## src/logic/xdma_pkg.sv

```systemverilog
// shared xdma types; mailbox windows assume MMIO size a multiple of 4 KB, only two slots used
package xdma_pkg;

  // ------------------------------
  // widths
  // ------------------------------
  localparam int AddrWidth = 48;
  localparam int DataWidth = 64;
  localparam int LenWidth  = 8;

  // byte address on the wide port
  typedef logic [AddrWidth-1:0] addr_t;
  // one write beat, 8 bytes
  typedef logic [DataWidth-1:0] data_t;
  // beats per transfer, 1..255
  typedef logic [LenWidth-1:0]  len_t;

  // ------------------------------
  // mailbox slots
  // ------------------------------
  // index picks the window counted down from the region end
  typedef enum logic {
    MBOX_DATA = 1'b0,
    MBOX_CFG  = 1'b1
  } slot_e;

  // sender arbitration states
  typedef enum logic [1:0] {
    CTRL_IDLE,
    CTRL_CFG,
    CTRL_DATA
  } ctrl_state_e;

  // distance of a slot's window below the region end
  // each window is a quarter of the MMIO area
  function automatic addr_t mbox_offset(input int unsigned mmio_size_kb, input slot_e slot);
    addr_t win_size;
    win_size = addr_t'(mmio_size_kb / 4) * 48'd1024;
    return (addr_t'(slot) + 48'd1) * win_size;
  endfunction

endpackage

```

## src/logic/xdma_write_if.sv

```systemverilog
// one request in flight at a time; req_valid is a single-cycle pulse, done marks the last beat
`timescale 1ns/1ns
interface xdma_write_if ();
  import xdma_pkg::*;

  // request, sampled by the issuer on the grant edge
  logic  req_valid;
  addr_t req_addr;
  len_t  req_len;

  // beat stream from the granted source
  logic  beat_valid;
  data_t beat_data;
  logic  beat_ready;

  // last beat handshake
  logic  done;

  modport ctrl (
    output req_valid, req_addr, req_len,
    output beat_valid, beat_data,
    input  beat_ready, done
  );

  modport issuer (
    input  req_valid, req_addr, req_len,
    input  beat_valid, beat_data,
    output beat_ready, done
  );

endinterface

```

## src/logic/xdma_mailbox_map.sv

```systemverilog
// purely combinational; ClusterAddressSpace must be a power of two, peers below ClusterBaseAddr wrap
`timescale 1ns/1ns
module xdma_mailbox_map #(
  parameter xdma_pkg::addr_t ClusterBaseAddr     = 48'h0000_1000_0000,
  parameter xdma_pkg::addr_t ClusterAddressSpace = 48'h0000_0010_0000,
  parameter xdma_pkg::addr_t MainMemBaseAddr     = 48'h0000_8000_0000,
  parameter xdma_pkg::addr_t MainMemEndAddr      = 48'h0001_0000_0000,
  parameter int unsigned     MmioSizeKb          = 16
) (
  input  xdma_pkg::addr_t peer_addr_i,
  input  xdma_pkg::slot_e slot_i,
  output xdma_pkg::addr_t mbox_addr_o
);
  import xdma_pkg::*;

  localparam int unsigned ShiftBits = $clog2(ClusterAddressSpace);

  addr_t cluster_idx;
  addr_t cluster_end;
  addr_t region_end;
  logic  in_main_mem;

  // ------------------------------
  // region end of the peer
  // ------------------------------
  // everything from MainMemBaseAddr up counts as main memory
  assign in_main_mem = (peer_addr_i >= MainMemBaseAddr);

  // cluster number relative to the first cluster
  assign cluster_idx = (peer_addr_i - ClusterBaseAddr) >> ShiftBits;

  // first byte past that cluster
  assign cluster_end = ClusterBaseAddr + ((cluster_idx + 48'd1) << ShiftBits);

  assign region_end = in_main_mem ? MainMemEndAddr : cluster_end;

  // ------------------------------
  // mailbox address
  // ------------------------------
  // slot windows sit at the top of the region
  assign mbox_addr_o = region_end - mbox_offset(MmioSizeKb, slot_i);

endmodule

```

## src/logic/xdma_req_ctrl.sv

```systemverilog
// fixed priority, cfg over data; a data transfer starts on to_remote_data_start_i, not on valid
`timescale 1ns/1ns
module xdma_req_ctrl #(
  parameter xdma_pkg::addr_t ClusterBaseAddr     = 48'h0000_1000_0000,
  parameter xdma_pkg::addr_t ClusterAddressSpace = 48'h0000_0010_0000,
  parameter xdma_pkg::addr_t MainMemBaseAddr     = 48'h0000_8000_0000,
  parameter xdma_pkg::addr_t MainMemEndAddr      = 48'h0001_0000_0000,
  parameter int unsigned     MmioSizeKb          = 16
) (
  input  logic            clk_i,
  input  logic            arst_n_i,
  // cfg source, one beat
  input  xdma_pkg::data_t to_remote_cfg_i,
  input  logic            to_remote_cfg_valid_i,
  input  logic            to_remote_cfg_dma_type_i,
  input  xdma_pkg::addr_t to_remote_cfg_reader_addr_i,
  input  xdma_pkg::addr_t to_remote_cfg_writer_addr_i,
  output logic            to_remote_cfg_ready_o,
  // data source, multi beat
  input  xdma_pkg::data_t to_remote_data_i,
  input  logic            to_remote_data_valid_i,
  input  xdma_pkg::addr_t to_remote_data_dst_addr_i,
  input  xdma_pkg::len_t  to_remote_data_len_i,
  input  logic            to_remote_data_start_i,
  output logic            to_remote_data_ready_o,
  // towards the issuer
  xdma_write_if.ctrl      wr
);
  import xdma_pkg::*;

  ctrl_state_e state_q;
  ctrl_state_e state_d;
  logic        sel_cfg;
  addr_t       cfg_peer;
  addr_t       peer_addr;
  slot_e       slot;

  // ------------------------------
  // source select and mapping
  // ------------------------------
  // read: remote holds the data, write: remote receives it
  assign cfg_peer = to_remote_cfg_dma_type_i ? to_remote_cfg_writer_addr_i
                                             : to_remote_cfg_reader_addr_i;

  // cfg wins whenever it is pending at idle
  assign sel_cfg   = to_remote_cfg_valid_i;
  assign peer_addr = sel_cfg ? cfg_peer : to_remote_data_dst_addr_i;
  assign slot      = sel_cfg ? MBOX_CFG : MBOX_DATA;

  xdma_mailbox_map #(
    .ClusterBaseAddr    (ClusterBaseAddr),
    .ClusterAddressSpace(ClusterAddressSpace),
    .MainMemBaseAddr    (MainMemBaseAddr),
    .MainMemEndAddr     (MainMemEndAddr),
    .MmioSizeKb         (MmioSizeKb)
  ) i_mailbox_map (
    .peer_addr_i(peer_addr),
    .slot_i     (slot),
    .mbox_addr_o(wr.req_addr)
  );

  // request pulses only in idle, issuer samples it on the grant edge
  assign wr.req_valid = (state_q == CTRL_IDLE) && (to_remote_cfg_valid_i || to_remote_data_start_i);
  assign wr.req_len   = sel_cfg ? 8'd1 : to_remote_data_len_i;

  // ------------------------------
  // state machine
  // ------------------------------
  always_comb begin
    state_d = state_q;
    unique case (state_q)
      CTRL_IDLE: begin
        if (to_remote_cfg_valid_i) begin
          state_d = CTRL_CFG;
        end else if (to_remote_data_start_i) begin
          state_d = CTRL_DATA;
        end
      end
      // locked on the source until its last beat
      default: begin
        if (wr.done) begin
          state_d = CTRL_IDLE;
        end
      end
    endcase
  end

  always_ff @(posedge clk_i or negedge arst_n_i) begin
    if (!arst_n_i) begin
      state_q <= CTRL_IDLE;
    end else begin
      state_q <= state_d;
    end
  end

  // ------------------------------
  // beat steering
  // ------------------------------
  always_comb begin
    wr.beat_valid          = 1'b0;
    wr.beat_data           = to_remote_cfg_i;
    to_remote_cfg_ready_o  = 1'b0;
    to_remote_data_ready_o = 1'b0;
    unique case (state_q)
      CTRL_CFG: begin
        wr.beat_valid         = to_remote_cfg_valid_i;
        to_remote_cfg_ready_o = wr.beat_ready;
      end
      CTRL_DATA: begin
        wr.beat_valid          = to_remote_data_valid_i;
        wr.beat_data           = to_remote_data_i;
        to_remote_data_ready_o = wr.beat_ready;
      end
      // idle, nothing moves
      default: begin
      end
    endcase
  end

  // issuer only opens a beat phase after a grant, never while idle
  a_idle_no_beat: assert property (@(posedge clk_i) disable iff (!arst_n_i)
    (state_q == CTRL_IDLE) |-> !wr.beat_ready);

endmodule

```

## src/logic/xdma_aw_w_issuer.sv

```systemverilog
// no write response or IDs; beats wait until the address is accepted, no beat buffering
`timescale 1ns/1ns
module xdma_aw_w_issuer (
  input  logic            clk_i,
  input  logic            arst_n_i,
  xdma_write_if.issuer    wr,
  // address channel
  output logic            aw_valid_o,
  output xdma_pkg::addr_t aw_addr_o,
  output xdma_pkg::len_t  aw_len_o,
  input  logic            aw_ready_i,
  // write channel
  output logic            w_valid_o,
  output xdma_pkg::data_t w_data_o,
  output logic            w_last_o,
  input  logic            w_ready_i
);
  import xdma_pkg::*;

  logic  aw_valid_q;
  logic  w_active_q;
  addr_t addr_q;
  len_t  len_q;
  len_t  cnt_q;
  logic  w_hs;

  // ------------------------------
  // control flags
  // ------------------------------
  always_ff @(posedge clk_i or negedge arst_n_i) begin
    if (!arst_n_i) begin
      aw_valid_q <= 1'b0;
      w_active_q <= 1'b0;
      cnt_q      <= '0;
    end else begin
      if (wr.req_valid) begin
        aw_valid_q <= 1'b1;
        cnt_q      <= '0;
      end else if (aw_valid_q && aw_ready_i) begin
        // address taken, open the beat phase
        aw_valid_q <= 1'b0;
        w_active_q <= 1'b1;
      end
      if (w_hs) begin
        cnt_q <= cnt_q + 8'd1;
        if (w_last_o) begin
          w_active_q <= 1'b0;
        end
      end
    end
  end

  // request payload, held for the whole transfer
  always_ff @(posedge clk_i) begin
    if (wr.req_valid) begin
      addr_q <= wr.req_addr;
      len_q  <= wr.req_len - 8'd1;
    end
  end

  // ------------------------------
  // outputs
  // ------------------------------
  assign aw_valid_o = aw_valid_q;
  assign aw_addr_o  = addr_q;
  // axi style length, beats minus one
  assign aw_len_o   = len_q;

  // beats pass straight through
  assign w_valid_o     = w_active_q && wr.beat_valid;
  assign w_data_o      = wr.beat_data;
  assign w_last_o      = w_valid_o && (cnt_q == len_q);
  assign wr.beat_ready = w_active_q && w_ready_i;

  assign w_hs    = w_valid_o && w_ready_i;
  assign wr.done = w_hs && w_last_o;

  a_aw_stable: assert property (@(posedge clk_i) disable iff (!arst_n_i)
    aw_valid_o && !aw_ready_i |=> aw_valid_o && $stable(aw_addr_o));

  // beat phase closes on the last beat, count never runs past the length
  a_cnt_bound: assert property (@(posedge clk_i) disable iff (!arst_n_i)
    w_valid_o |-> cnt_q <= len_q);

endmodule

```

## src/logic/xdma_receive_demux.sv

```systemverilog
// single outstanding write; beats outside both mailbox windows are accepted and dropped
`timescale 1ns/1ns
module xdma_receive_demux #(
  parameter xdma_pkg::addr_t ClusterAddressSpace = 48'h0000_0010_0000,
  parameter xdma_pkg::addr_t MainMemBaseAddr     = 48'h0000_8000_0000,
  parameter xdma_pkg::addr_t MainMemEndAddr      = 48'h0001_0000_0000,
  parameter int unsigned     MmioSizeKb          = 16
) (
  input  logic            clk_i,
  input  logic            arst_n_i,
  input  xdma_pkg::addr_t cluster_base_addr_i,
  // incoming address
  input  logic            aw_valid_i,
  input  xdma_pkg::addr_t aw_addr_i,
  output logic            aw_ready_o,
  // incoming beats
  input  logic            w_valid_i,
  input  xdma_pkg::data_t w_data_i,
  input  logic            w_last_i,
  output logic            w_ready_o,
  // local outputs
  output xdma_pkg::data_t from_remote_data_o,
  output logic            from_remote_data_valid_o,
  input  logic            from_remote_data_ready_i,
  output xdma_pkg::data_t from_remote_cfg_o,
  output logic            from_remote_cfg_valid_o,
  input  logic            from_remote_cfg_ready_i
);
  import xdma_pkg::*;

  // slot 0 sits one window below the end, so its offset is the window size
  localparam addr_t WinSize = mbox_offset(MmioSizeKb, MBOX_DATA);

  logic  busy_q;
  addr_t addr_q;
  addr_t local_end;
  addr_t data_lo;
  addr_t cfg_lo;
  logic  hit_data;
  logic  hit_cfg;

  function automatic logic in_window(input addr_t addr, input addr_t lo);
    return (addr >= lo) && (addr < lo + WinSize);
  endfunction

  // ------------------------------
  // address phase
  // ------------------------------
  assign aw_ready_o = !busy_q;

  always_ff @(posedge clk_i or negedge arst_n_i) begin
    if (!arst_n_i) begin
      busy_q <= 1'b0;
    end else if (aw_valid_i && aw_ready_o) begin
      busy_q <= 1'b1;
    end else if (w_valid_i && w_ready_o && w_last_i) begin
      busy_q <= 1'b0;
    end
  end

  always_ff @(posedge clk_i) begin
    if (aw_valid_i && aw_ready_o) begin
      addr_q <= aw_addr_i;
    end
  end

  // ------------------------------
  // local window decode
  // ------------------------------
  // main memory ends at MainMemEndAddr, a cluster one space above its base
  assign local_end = (cluster_base_addr_i == MainMemBaseAddr) ? MainMemEndAddr
                                                              : cluster_base_addr_i + ClusterAddressSpace;
  assign data_lo   = local_end - mbox_offset(MmioSizeKb, MBOX_DATA);
  assign cfg_lo    = local_end - mbox_offset(MmioSizeKb, MBOX_CFG);
  assign hit_data  = busy_q && in_window(addr_q, data_lo);
  assign hit_cfg   = busy_q && in_window(addr_q, cfg_lo);

  // ------------------------------
  // beat routing
  // ------------------------------
  assign from_remote_data_o       = w_data_i;
  assign from_remote_data_valid_o = hit_data && w_valid_i;
  assign from_remote_cfg_o        = w_data_i;
  assign from_remote_cfg_valid_o  = hit_cfg && w_valid_i;

  // a miss drains at full rate
  always_comb begin
    if (!busy_q) begin
      w_ready_o = 1'b0;
    end else if (hit_data) begin
      w_ready_o = from_remote_data_ready_i;
    end else if (hit_cfg) begin
      w_ready_o = from_remote_cfg_ready_i;
    end else begin
      w_ready_o = 1'b1;
    end
  end

  a_one_output: assert property (@(posedge clk_i) disable iff (!arst_n_i)
    !(from_remote_data_valid_o && from_remote_cfg_valid_o));

endmodule

```

## src/logic/xdma_adapter_top.sv

```systemverilog
// aw/w only, no read or response channels; sender and receiver sides share no state
`timescale 1ns/1ns
module xdma_adapter_top #(
  parameter xdma_pkg::addr_t ClusterBaseAddr     = 48'h0000_1000_0000,
  parameter xdma_pkg::addr_t ClusterAddressSpace = 48'h0000_0010_0000,
  parameter xdma_pkg::addr_t MainMemBaseAddr     = 48'h0000_8000_0000,
  parameter xdma_pkg::addr_t MainMemEndAddr      = 48'h0001_0000_0000,
  parameter int unsigned     MmioSizeKb          = 16
) (
  input  logic            clk_i,
  input  logic            arst_n_i,
  input  xdma_pkg::addr_t cluster_base_addr_i,
  // ------------------------------
  // sender side
  // ------------------------------
  input  xdma_pkg::data_t to_remote_cfg_i,
  input  logic            to_remote_cfg_valid_i,
  input  logic            to_remote_cfg_dma_type_i,
  input  xdma_pkg::addr_t to_remote_cfg_reader_addr_i,
  input  xdma_pkg::addr_t to_remote_cfg_writer_addr_i,
  output logic            to_remote_cfg_ready_o,
  input  xdma_pkg::data_t to_remote_data_i,
  input  logic            to_remote_data_valid_i,
  input  xdma_pkg::addr_t to_remote_data_dst_addr_i,
  input  xdma_pkg::len_t  to_remote_data_len_i,
  input  logic            to_remote_data_start_i,
  output logic            to_remote_data_ready_o,
  // outgoing aw/w
  output logic            aw_valid_o,
  output xdma_pkg::addr_t aw_addr_o,
  output xdma_pkg::len_t  aw_len_o,
  input  logic            aw_ready_i,
  output logic            w_valid_o,
  output xdma_pkg::data_t w_data_o,
  output logic            w_last_o,
  input  logic            w_ready_i,
  // ------------------------------
  // receiver side
  // ------------------------------
  input  logic            aw_valid_i,
  input  xdma_pkg::addr_t aw_addr_i,
  output logic            aw_ready_o,
  input  logic            w_valid_i,
  input  xdma_pkg::data_t w_data_i,
  input  logic            w_last_i,
  output logic            w_ready_o,
  output xdma_pkg::data_t from_remote_data_o,
  output logic            from_remote_data_valid_o,
  input  logic            from_remote_data_ready_i,
  output xdma_pkg::data_t from_remote_cfg_o,
  output logic            from_remote_cfg_valid_o,
  input  logic            from_remote_cfg_ready_i
);

  // selected request between arbiter and issuer
  xdma_write_if wr ();

  xdma_req_ctrl #(
    .ClusterBaseAddr    (ClusterBaseAddr),
    .ClusterAddressSpace(ClusterAddressSpace),
    .MainMemBaseAddr    (MainMemBaseAddr),
    .MainMemEndAddr     (MainMemEndAddr),
    .MmioSizeKb         (MmioSizeKb)
  ) i_req_ctrl (
    .clk_i                      (clk_i),
    .arst_n_i                   (arst_n_i),
    .to_remote_cfg_i            (to_remote_cfg_i),
    .to_remote_cfg_valid_i      (to_remote_cfg_valid_i),
    .to_remote_cfg_dma_type_i   (to_remote_cfg_dma_type_i),
    .to_remote_cfg_reader_addr_i(to_remote_cfg_reader_addr_i),
    .to_remote_cfg_writer_addr_i(to_remote_cfg_writer_addr_i),
    .to_remote_cfg_ready_o      (to_remote_cfg_ready_o),
    .to_remote_data_i           (to_remote_data_i),
    .to_remote_data_valid_i     (to_remote_data_valid_i),
    .to_remote_data_dst_addr_i  (to_remote_data_dst_addr_i),
    .to_remote_data_len_i       (to_remote_data_len_i),
    .to_remote_data_start_i     (to_remote_data_start_i),
    .to_remote_data_ready_o     (to_remote_data_ready_o),
    .wr                         (wr.ctrl)
  );

  xdma_aw_w_issuer i_aw_w_issuer (
    .clk_i     (clk_i),
    .arst_n_i  (arst_n_i),
    .wr        (wr.issuer),
    .aw_valid_o(aw_valid_o),
    .aw_addr_o (aw_addr_o),
    .aw_len_o  (aw_len_o),
    .aw_ready_i(aw_ready_i),
    .w_valid_o (w_valid_o),
    .w_data_o  (w_data_o),
    .w_last_o  (w_last_o),
    .w_ready_i (w_ready_i)
  );

  xdma_receive_demux #(
    .ClusterAddressSpace(ClusterAddressSpace),
    .MainMemBaseAddr    (MainMemBaseAddr),
    .MainMemEndAddr     (MainMemEndAddr),
    .MmioSizeKb         (MmioSizeKb)
  ) i_receive_demux (
    .clk_i                   (clk_i),
    .arst_n_i                (arst_n_i),
    .cluster_base_addr_i     (cluster_base_addr_i),
    .aw_valid_i              (aw_valid_i),
    .aw_addr_i               (aw_addr_i),
    .aw_ready_o              (aw_ready_o),
    .w_valid_i               (w_valid_i),
    .w_data_i                (w_data_i),
    .w_last_i                (w_last_i),
    .w_ready_o               (w_ready_o),
    .from_remote_data_o      (from_remote_data_o),
    .from_remote_data_valid_o(from_remote_data_valid_o),
    .from_remote_data_ready_i(from_remote_data_ready_i),
    .from_remote_cfg_o       (from_remote_cfg_o),
    .from_remote_cfg_valid_o (from_remote_cfg_valid_o),
    .from_remote_cfg_ready_i (from_remote_cfg_ready_i)
  );

endmodule

```

## config.mk

```make
export PLATFORM = sky130hd
export DESIGN_NAME = xdma_adapter_top
export DESIGN_NICKNAME = d
export VERILOG_FILES = /design/src/logic/xdma_pkg.sv /design/src/logic/xdma_write_if.sv /design/src/logic/xdma_mailbox_map.sv /design/src/logic/xdma_req_ctrl.sv /design/src/logic/xdma_aw_w_issuer.sv /design/src/logic/xdma_receive_demux.sv /design/src/logic/xdma_adapter_top.sv
export SDC_FILE = /design/constraint.sdc
export NUM_CORES = 1
export LEC_CHECK = 0
export CAP_MARGIN = 20
export CORE_AREA = 10 10 265 267
export CTS_BUF_LIST = sky130_fd_sc_hd__clkbuf_4
export CTS_CLUSTER_DIAMETER = 30
export CTS_CLUSTER_SIZE = 8
export DETAILED_ROUTE_END_ITERATION = 6
export DIE_AREA = 0 0 275 277
export DONT_BUFFER_PORTS = 1
export SLEW_MARGIN = 20
export SYNTH_ARGS = -nofsm -noshare
export SYNTH_HDL_FRONTEND = slang
export SYNTH_SLANG_ARGS = --single-unit
```

## constraint.sdc

```tcl
create_clock -name clk_i -period 11.8 [get_ports clk_i]
set_input_delay 2.36 -clock clk_i [delete_from_list [all_inputs] [get_ports clk_i]]
set_output_delay 2.36 -clock clk_i [all_outputs]
set_load 0.01 [all_outputs]
```

### After elaboration in Yosys (flattened, before gate mapping)

Index checks and enable logic that the tools add are counted.

* equality and inequality tests: 5
* multiplexer cells: 27
* reductions and logical operators: 24
* multipliers: 0
* divide/modulo/power cells: 0
* add/sub/neg operators: 12
* magnitude comparators: 5
* shift operators: 0
* bitwise operators: 0

Operator list (number)
* $mux 48: 4
* $add 48x13->48 const B: 2
* $ge 48x48->1: 2
* $lt 48x48->1: 2
* $mux 64: 1
* $add 29x48->48 const A: 1
* $add 48x21->48 const B: 1
* $eq 48x32->1 const B: 1
* $ge 48x32->1 const B: 1
* $sub 48x13->48 const B: 1
* $sub 48x14->48 const B: 1
* $sub 48x29->48 const B: 1
* $sub 48x48->48: 1
* $add 28x1->28 const B: 1
* $mux 8: 3
* $logic_and 1x1->1: 16
* $mux 1: 14
* $add 8x1->8 const B: 1
* $eq 8x8->1: 1
* $mux 2: 4
* $reduce_bool 2->1: 4
* $sub 8x1->8 const B: 1
* $ne 3x3->1 const B: 1
* $add 1x1->2 const B: 1
* 7 further kinds: 7

* memories kept: 0
* logic and storage cells: 81
* ROM bits: 0
* output and inout port bits: 257
* input bits: 453
* bits in latches: 0
* RAM bits: 0
* flip-flop bits (word level): 117

### Longest topological paths before layout

* depth after elaboration: 14
* depth in mapped cells: 26
* mapped depth without buffers: 23

### Hierarchy

From an unflattened synthesis, not the netlist that was laid out.

* cells, all modules: 1898
* area, all modules: 16465.8 µm²

By module, submodules not included
* xdma_receive_demux: times used 1, area an instance 10034.6 µm², cells each 1209, sequential area each 1466.4 µm²
* xdma_aw_w_issuer: times used 1, area an instance 2851.5 µm², cells each 204, sequential area each 1931.9 µm²
* xdma_req_ctrl: times used 1, area an instance 2042.0 µm², cells each 262, sequential area each 50.0 µm²
* xdma_mailbox_map: times used 1, area an instance 1537.7 µm², cells each 223, sequential area each 0.0 µm²

### Worst setup path before layout

No wires, ideal clock.

* path kind: in2out
* start point: input cluster_base_addr_i[20]
* end point: output w_ready_o
* data required time: 9.440 ns
* arrival time: 8.113 ns
* path buffers: 1
* slack: 1.327 ns
* stages on the path: 21
* path through: clkbuf_1 > inv_1 > ha_1 > nand2b_1 > nor2_1 > nand2_1 > a2111oi_0 > xnor2_1 > nand4_1 > or4_4 > nor3_4 > nor4b_2 > xor2_1 > ha_1 > nand4_1 > or3_1 > or4_1 > a2111oi_0 > nor2_1 > a2111oi_1 > nor3_1

* longest elaborated chain between the ends: 10
* elaborated cells between the ends (all ways): 18
* classes of those cells: add/sub (5); order compare (4); eq/ne (1); mux (4); reduce/logical (4)

Ends and longest elaborated chain
* from (decl): line xdma_adapter_top.sv:12 `input xdma_pkg::addr_t cluster_base_addr_i,`
* $add 48x21->48 / $eq 48x32->1 (equally long branches): line xdma_receive_demux.sv:72, xdma_receive_demux.sv:71
* $mux 48 *: line xdma_receive_demux.sv:71 `assign local_end = (cluster_base_addr_i == MainMemBaseAddr) ? MainMemEndAddr`
* $sub 48x14->48: line xdma_receive_demux.sv:74 `assign cfg_lo = local_end - mbox_offset(MmioSizeKb, MBOX_CFG);`
* $add 48x13->48: line xdma_receive_demux.sv:43 `return (addr >= lo) && (addr < lo + WinSize);`
* $lt 48x48->1: line xdma_receive_demux.sv:43
* $logic_and 1x1->1: line xdma_receive_demux.sv:43
* $logic_and 1x1->1: line xdma_receive_demux.sv:76 `assign hit_cfg = busy_q && in_window(addr_q, cfg_lo);`
* $mux 1: line xdma_receive_demux.sv:92 `end else if (hit_cfg) begin`
* $mux 1 *: line xdma_receive_demux.sv:90 `end else if (hit_data) begin`
* $mux 1 *: line xdma_receive_demux.sv:88 `if (!busy_q) begin`
* to (decl): line xdma_adapter_top.sv:46 `output logic w_ready_o,`

Every way passes the cells marked *; elsewhere a longest branch is shown, timed or not.

### Worst setup path in the final report

Ends and elaborated chain as after synthesis.

==> impl_metrics.tcl <==
set metrics [dict create \
    place_inst 2510 \
    crit_start "cluster_base_addr_i[20]" \
    hold_viol_final 0 \
    yosysWarnings 0 \
    nets 2283 \
    cp.depth 21 \
    final.period_utilization 0.9527 \
    path_cells "ha_1, nand3_2, nor4_1, xnor2_1, nand4_1, nor3_4, buf_12, nand4_1, xnor2_1, or4_1, nor4_1, xnor2_1, ha_1, nand4_1, or3_1, or4_1, a2111oi_0, buf_4, nor2_1, a2111oi_1, nor3_1" \
    netlist.area_leader.share 0.1690 \
    first_global_vias 13034 \
    fmax_ghz 0.08895 \
    clock_latency_ns 0.59 \
    layout_setup_ws_ns 0.5576 \
    power_leakage_nw 5.586 \
    rr_startpoint "i_receive_demux.addr_q[11]" \
    synth_edf_count 85 \
    clock_sinks 98 \
    tightest_slew_ns 0.9471 \
    dr.first_iter.drc_count 868 \
    fp.dieW_microns 275 \
    gr-total-overflow 0 \
    viasPerCell 5.304 \
    ant_nets 0 \
    critPathCapture "w_ready_o" \
    cp_num_buf_inv 2 \
    clockBufferDepth 2 \
    min_path_type "reg -> reg" \
    synth_cell_types 85 \
    r2r_end "i_receive_demux.busy_q" \
    critPathCaptureType "primary output" \
    synthTopCellsByCount "ha_1 (169), buf_4 (150), nor2_1 (122), nand2_1 (111), xnor2_1 (106)" \
    routedWlPerCell_microns 31.54 \
    crit_type "in -> out" \
    path_clk_slew_ns 0.22 \
    critPathLaunchType "input pin" \
    syn_to_final_growth_pct 2.062 \
    finalSetupViolCount 0 \
    synth_seq_cells 98 \
    p_per_area_nw_per_um2 92.62 \
    cap_violations 0 \
    initial_utilization 0.2319 \
    track_usage 0.2010 \
    crit_path_top_delay_cell "or4_1" \
    final_max_slew_viol_count 0 \
    path_max_fanout 15 \
    skew_ns 0.02914 \
    synth_ff_type "edfxtp_1" \
    post-place-ws_ns 0.3700 \
    cpPeakStageDelay_ns 0.62 \
    grt_pass1_wl_microns 106200 \
    firstDrtPassIters 5 \
    run_status "completed" \
    port_buffers 0 \
    synth.avg_cell_area_sq_um 8.383 \
    vias 13488 \
    ir_drop_v 0.00006953 \
    critPathArrivalTime_ns 8.88 \
    drive_above_1_share 0.1032 \
    synthTopCellsByArea "edfxtp_1 (17%), ha_1 (14%), buf_4 (7.5%), xnor2_1 (6.1%), mux2_2 (5.2%)" \
    reg2reg_depth 12 \
    whs_path_depth 1 \
    htree_levels 3 \
    r2r_slack_ns 8.04 \
    gp_congestion 0.9433 \
    grt_start_max_net_pins 68 \
    cts_tree "yes" \
    rsz0062_at_grt "false" \
    place_hpwl_microns 71030 \
    crit_required_ns 9.44 \
    synth_largest_area_cell "edfxtp_1" \
    die_h_microns 277 \
    instances_no_fill 2543 \
    post-synth-top-count-cell "ha_1" \
    grt_antenna_before_repair 27 \
    period_minus_slack_ns 11.24 \
    async_flop_share 0.1327 \
    ios 710 \
    routed_wl_microns 80210 \
    synth_area_sq_um 15110 \
    num_rows 94 \
    yosysSeqAreaShare 0.1905 \
    finalSetupTns_ns 0 \
    ctsHoldBuffers 0 \
    hold_slack_ns 0.5592 \
    relSlewSlack 0.3606 \
    coreArea_sq_um 65160 \
    root_buffer "clkbuf_4" \
    synthCells 1802 \
    drc_errors 0 \
    crit_family "simple AND/OR/NAND/NOR gates" \
    dieArea_sq_um 76180 \
    cts_buffers 9 \
]
==> state kept, by name, indices dropped and copies added, names as in the netlist <==
signal / count
i_receive_demux.addr_q: 48
i_req_ctrl.state_q: 2
i_aw_w_issuer.aw_len_o: 8
i_aw_w_issuer.aw_addr_o: 29
i_aw_w_issuer.aw_valid_o: 1
i_aw_w_issuer.cnt_q: 8
i_aw_w_issuer.w_active_q: 1
i_receive_demux.busy_q: 1
==> worst min-delay path by stage <==
stage | start | to | slack [ns]
finish | i_aw_w_issuer.cnt_q[4] | i_aw_w_issuer.cnt_q[4] | 0.56
global route | i_aw_w_issuer.cnt_q[0] | i_aw_w_issuer.cnt_q[0] | 0.62
CTS | i_aw_w_issuer.cnt_q[4] | i_aw_w_issuer.cnt_q[4] | 0.56
detailed placement | i_aw_w_issuer.cnt_q[4] | i_aw_w_issuer.cnt_q[4] | 0.54
global placement | i_aw_w_issuer.cnt_q[4] | i_aw_w_issuer.cnt_q[4] | 0.54
floorplan | i_req_ctrl.state_q[1] | i_req_ctrl.state_q[1] | 0.49
==> per-layer routing <==
layer  up-vias  global-route usage  part of all wire
met5         -             0.02959            0.0052
met3        78              0.1628              0.19
met1      6328              0.2294              0.39
met2       746              0.2872              0.40
li1       6305                   -                 -
met4        31             0.03223             0.013
==> layout make-up <==
class,instances,area (sq um)
fillers,7236,49740
multi-input cells,1451,10730
flip-flops and latches,98,2878
well taps,864,1081
repair buffers,42,327.8
inverters,59,221.5
clock inverters,7,76.32
clock buffers,9,67.56
diodes,13,32.53
==> logic make-up (layout without fill, tap and decap cells) <==
logic type,Yosys count,count (layout),synth area share
other cells,2,32,0.0004971
fa+ha+maj,169,169,0.1400
buf+inv,270,117,0.1065
flops,98,98,0.1905
xor+xnor,188,188,0.1090
mux,97,97,0.07007
compound gates,339,339,0.1495
simple gates,639,639,0.2340
==> power by group <==
group / internal, mW / total (mW) / leakage [nW] / switching (mW)
combinational: 0.217 / 0.716 / 4.58 / 0.498
clock: 0.0512 / 0.214 / 0.0797 / 0.162
sequential: 0.439 / 0.499 / 0.930 / 0.0600
total: 0.707 / 1.43 / 5.59 / 0.721
==> layout by cell type (no fill, tap or decap), drive strengths merged, types with 20 or more instances in the layout <==
cell / count
edfxtp: 85
a21oi: 77
xnor2: 106
nand4: 72
o21ai: 76
nand2: 111
xor2: 82
nand3: 67
mux2: 70
a211oi: 21
nor2: 124
buf: 42
inv: 63
nor3: 71
ha: 169
a21o: 47
and3: 20
mux2i: 27
nor4: 56
==> stage by stage <==
stage / utilization / cell area (sq um) / total power [mW]
after floorplan: - / 15170 / 0.9684
after global placement: 0.2329 / 15180 / 1.222
after detailed placement: 0.2329 / 15180 / 1.225
after CTS: 0.2351 / 15320 / 1.452
after global routing: 0.2363 / 15390 / 1.527
final: 0.2366 / 15420 / 1.428
==> timing repair <==
item | CTS | global route
gates resized for setup | 0 | 4
buffers inserted | 0 | 4
endpoints found under the setup margin | 0 | 1
Note: power is estimated with default switching activity, not from simulation.
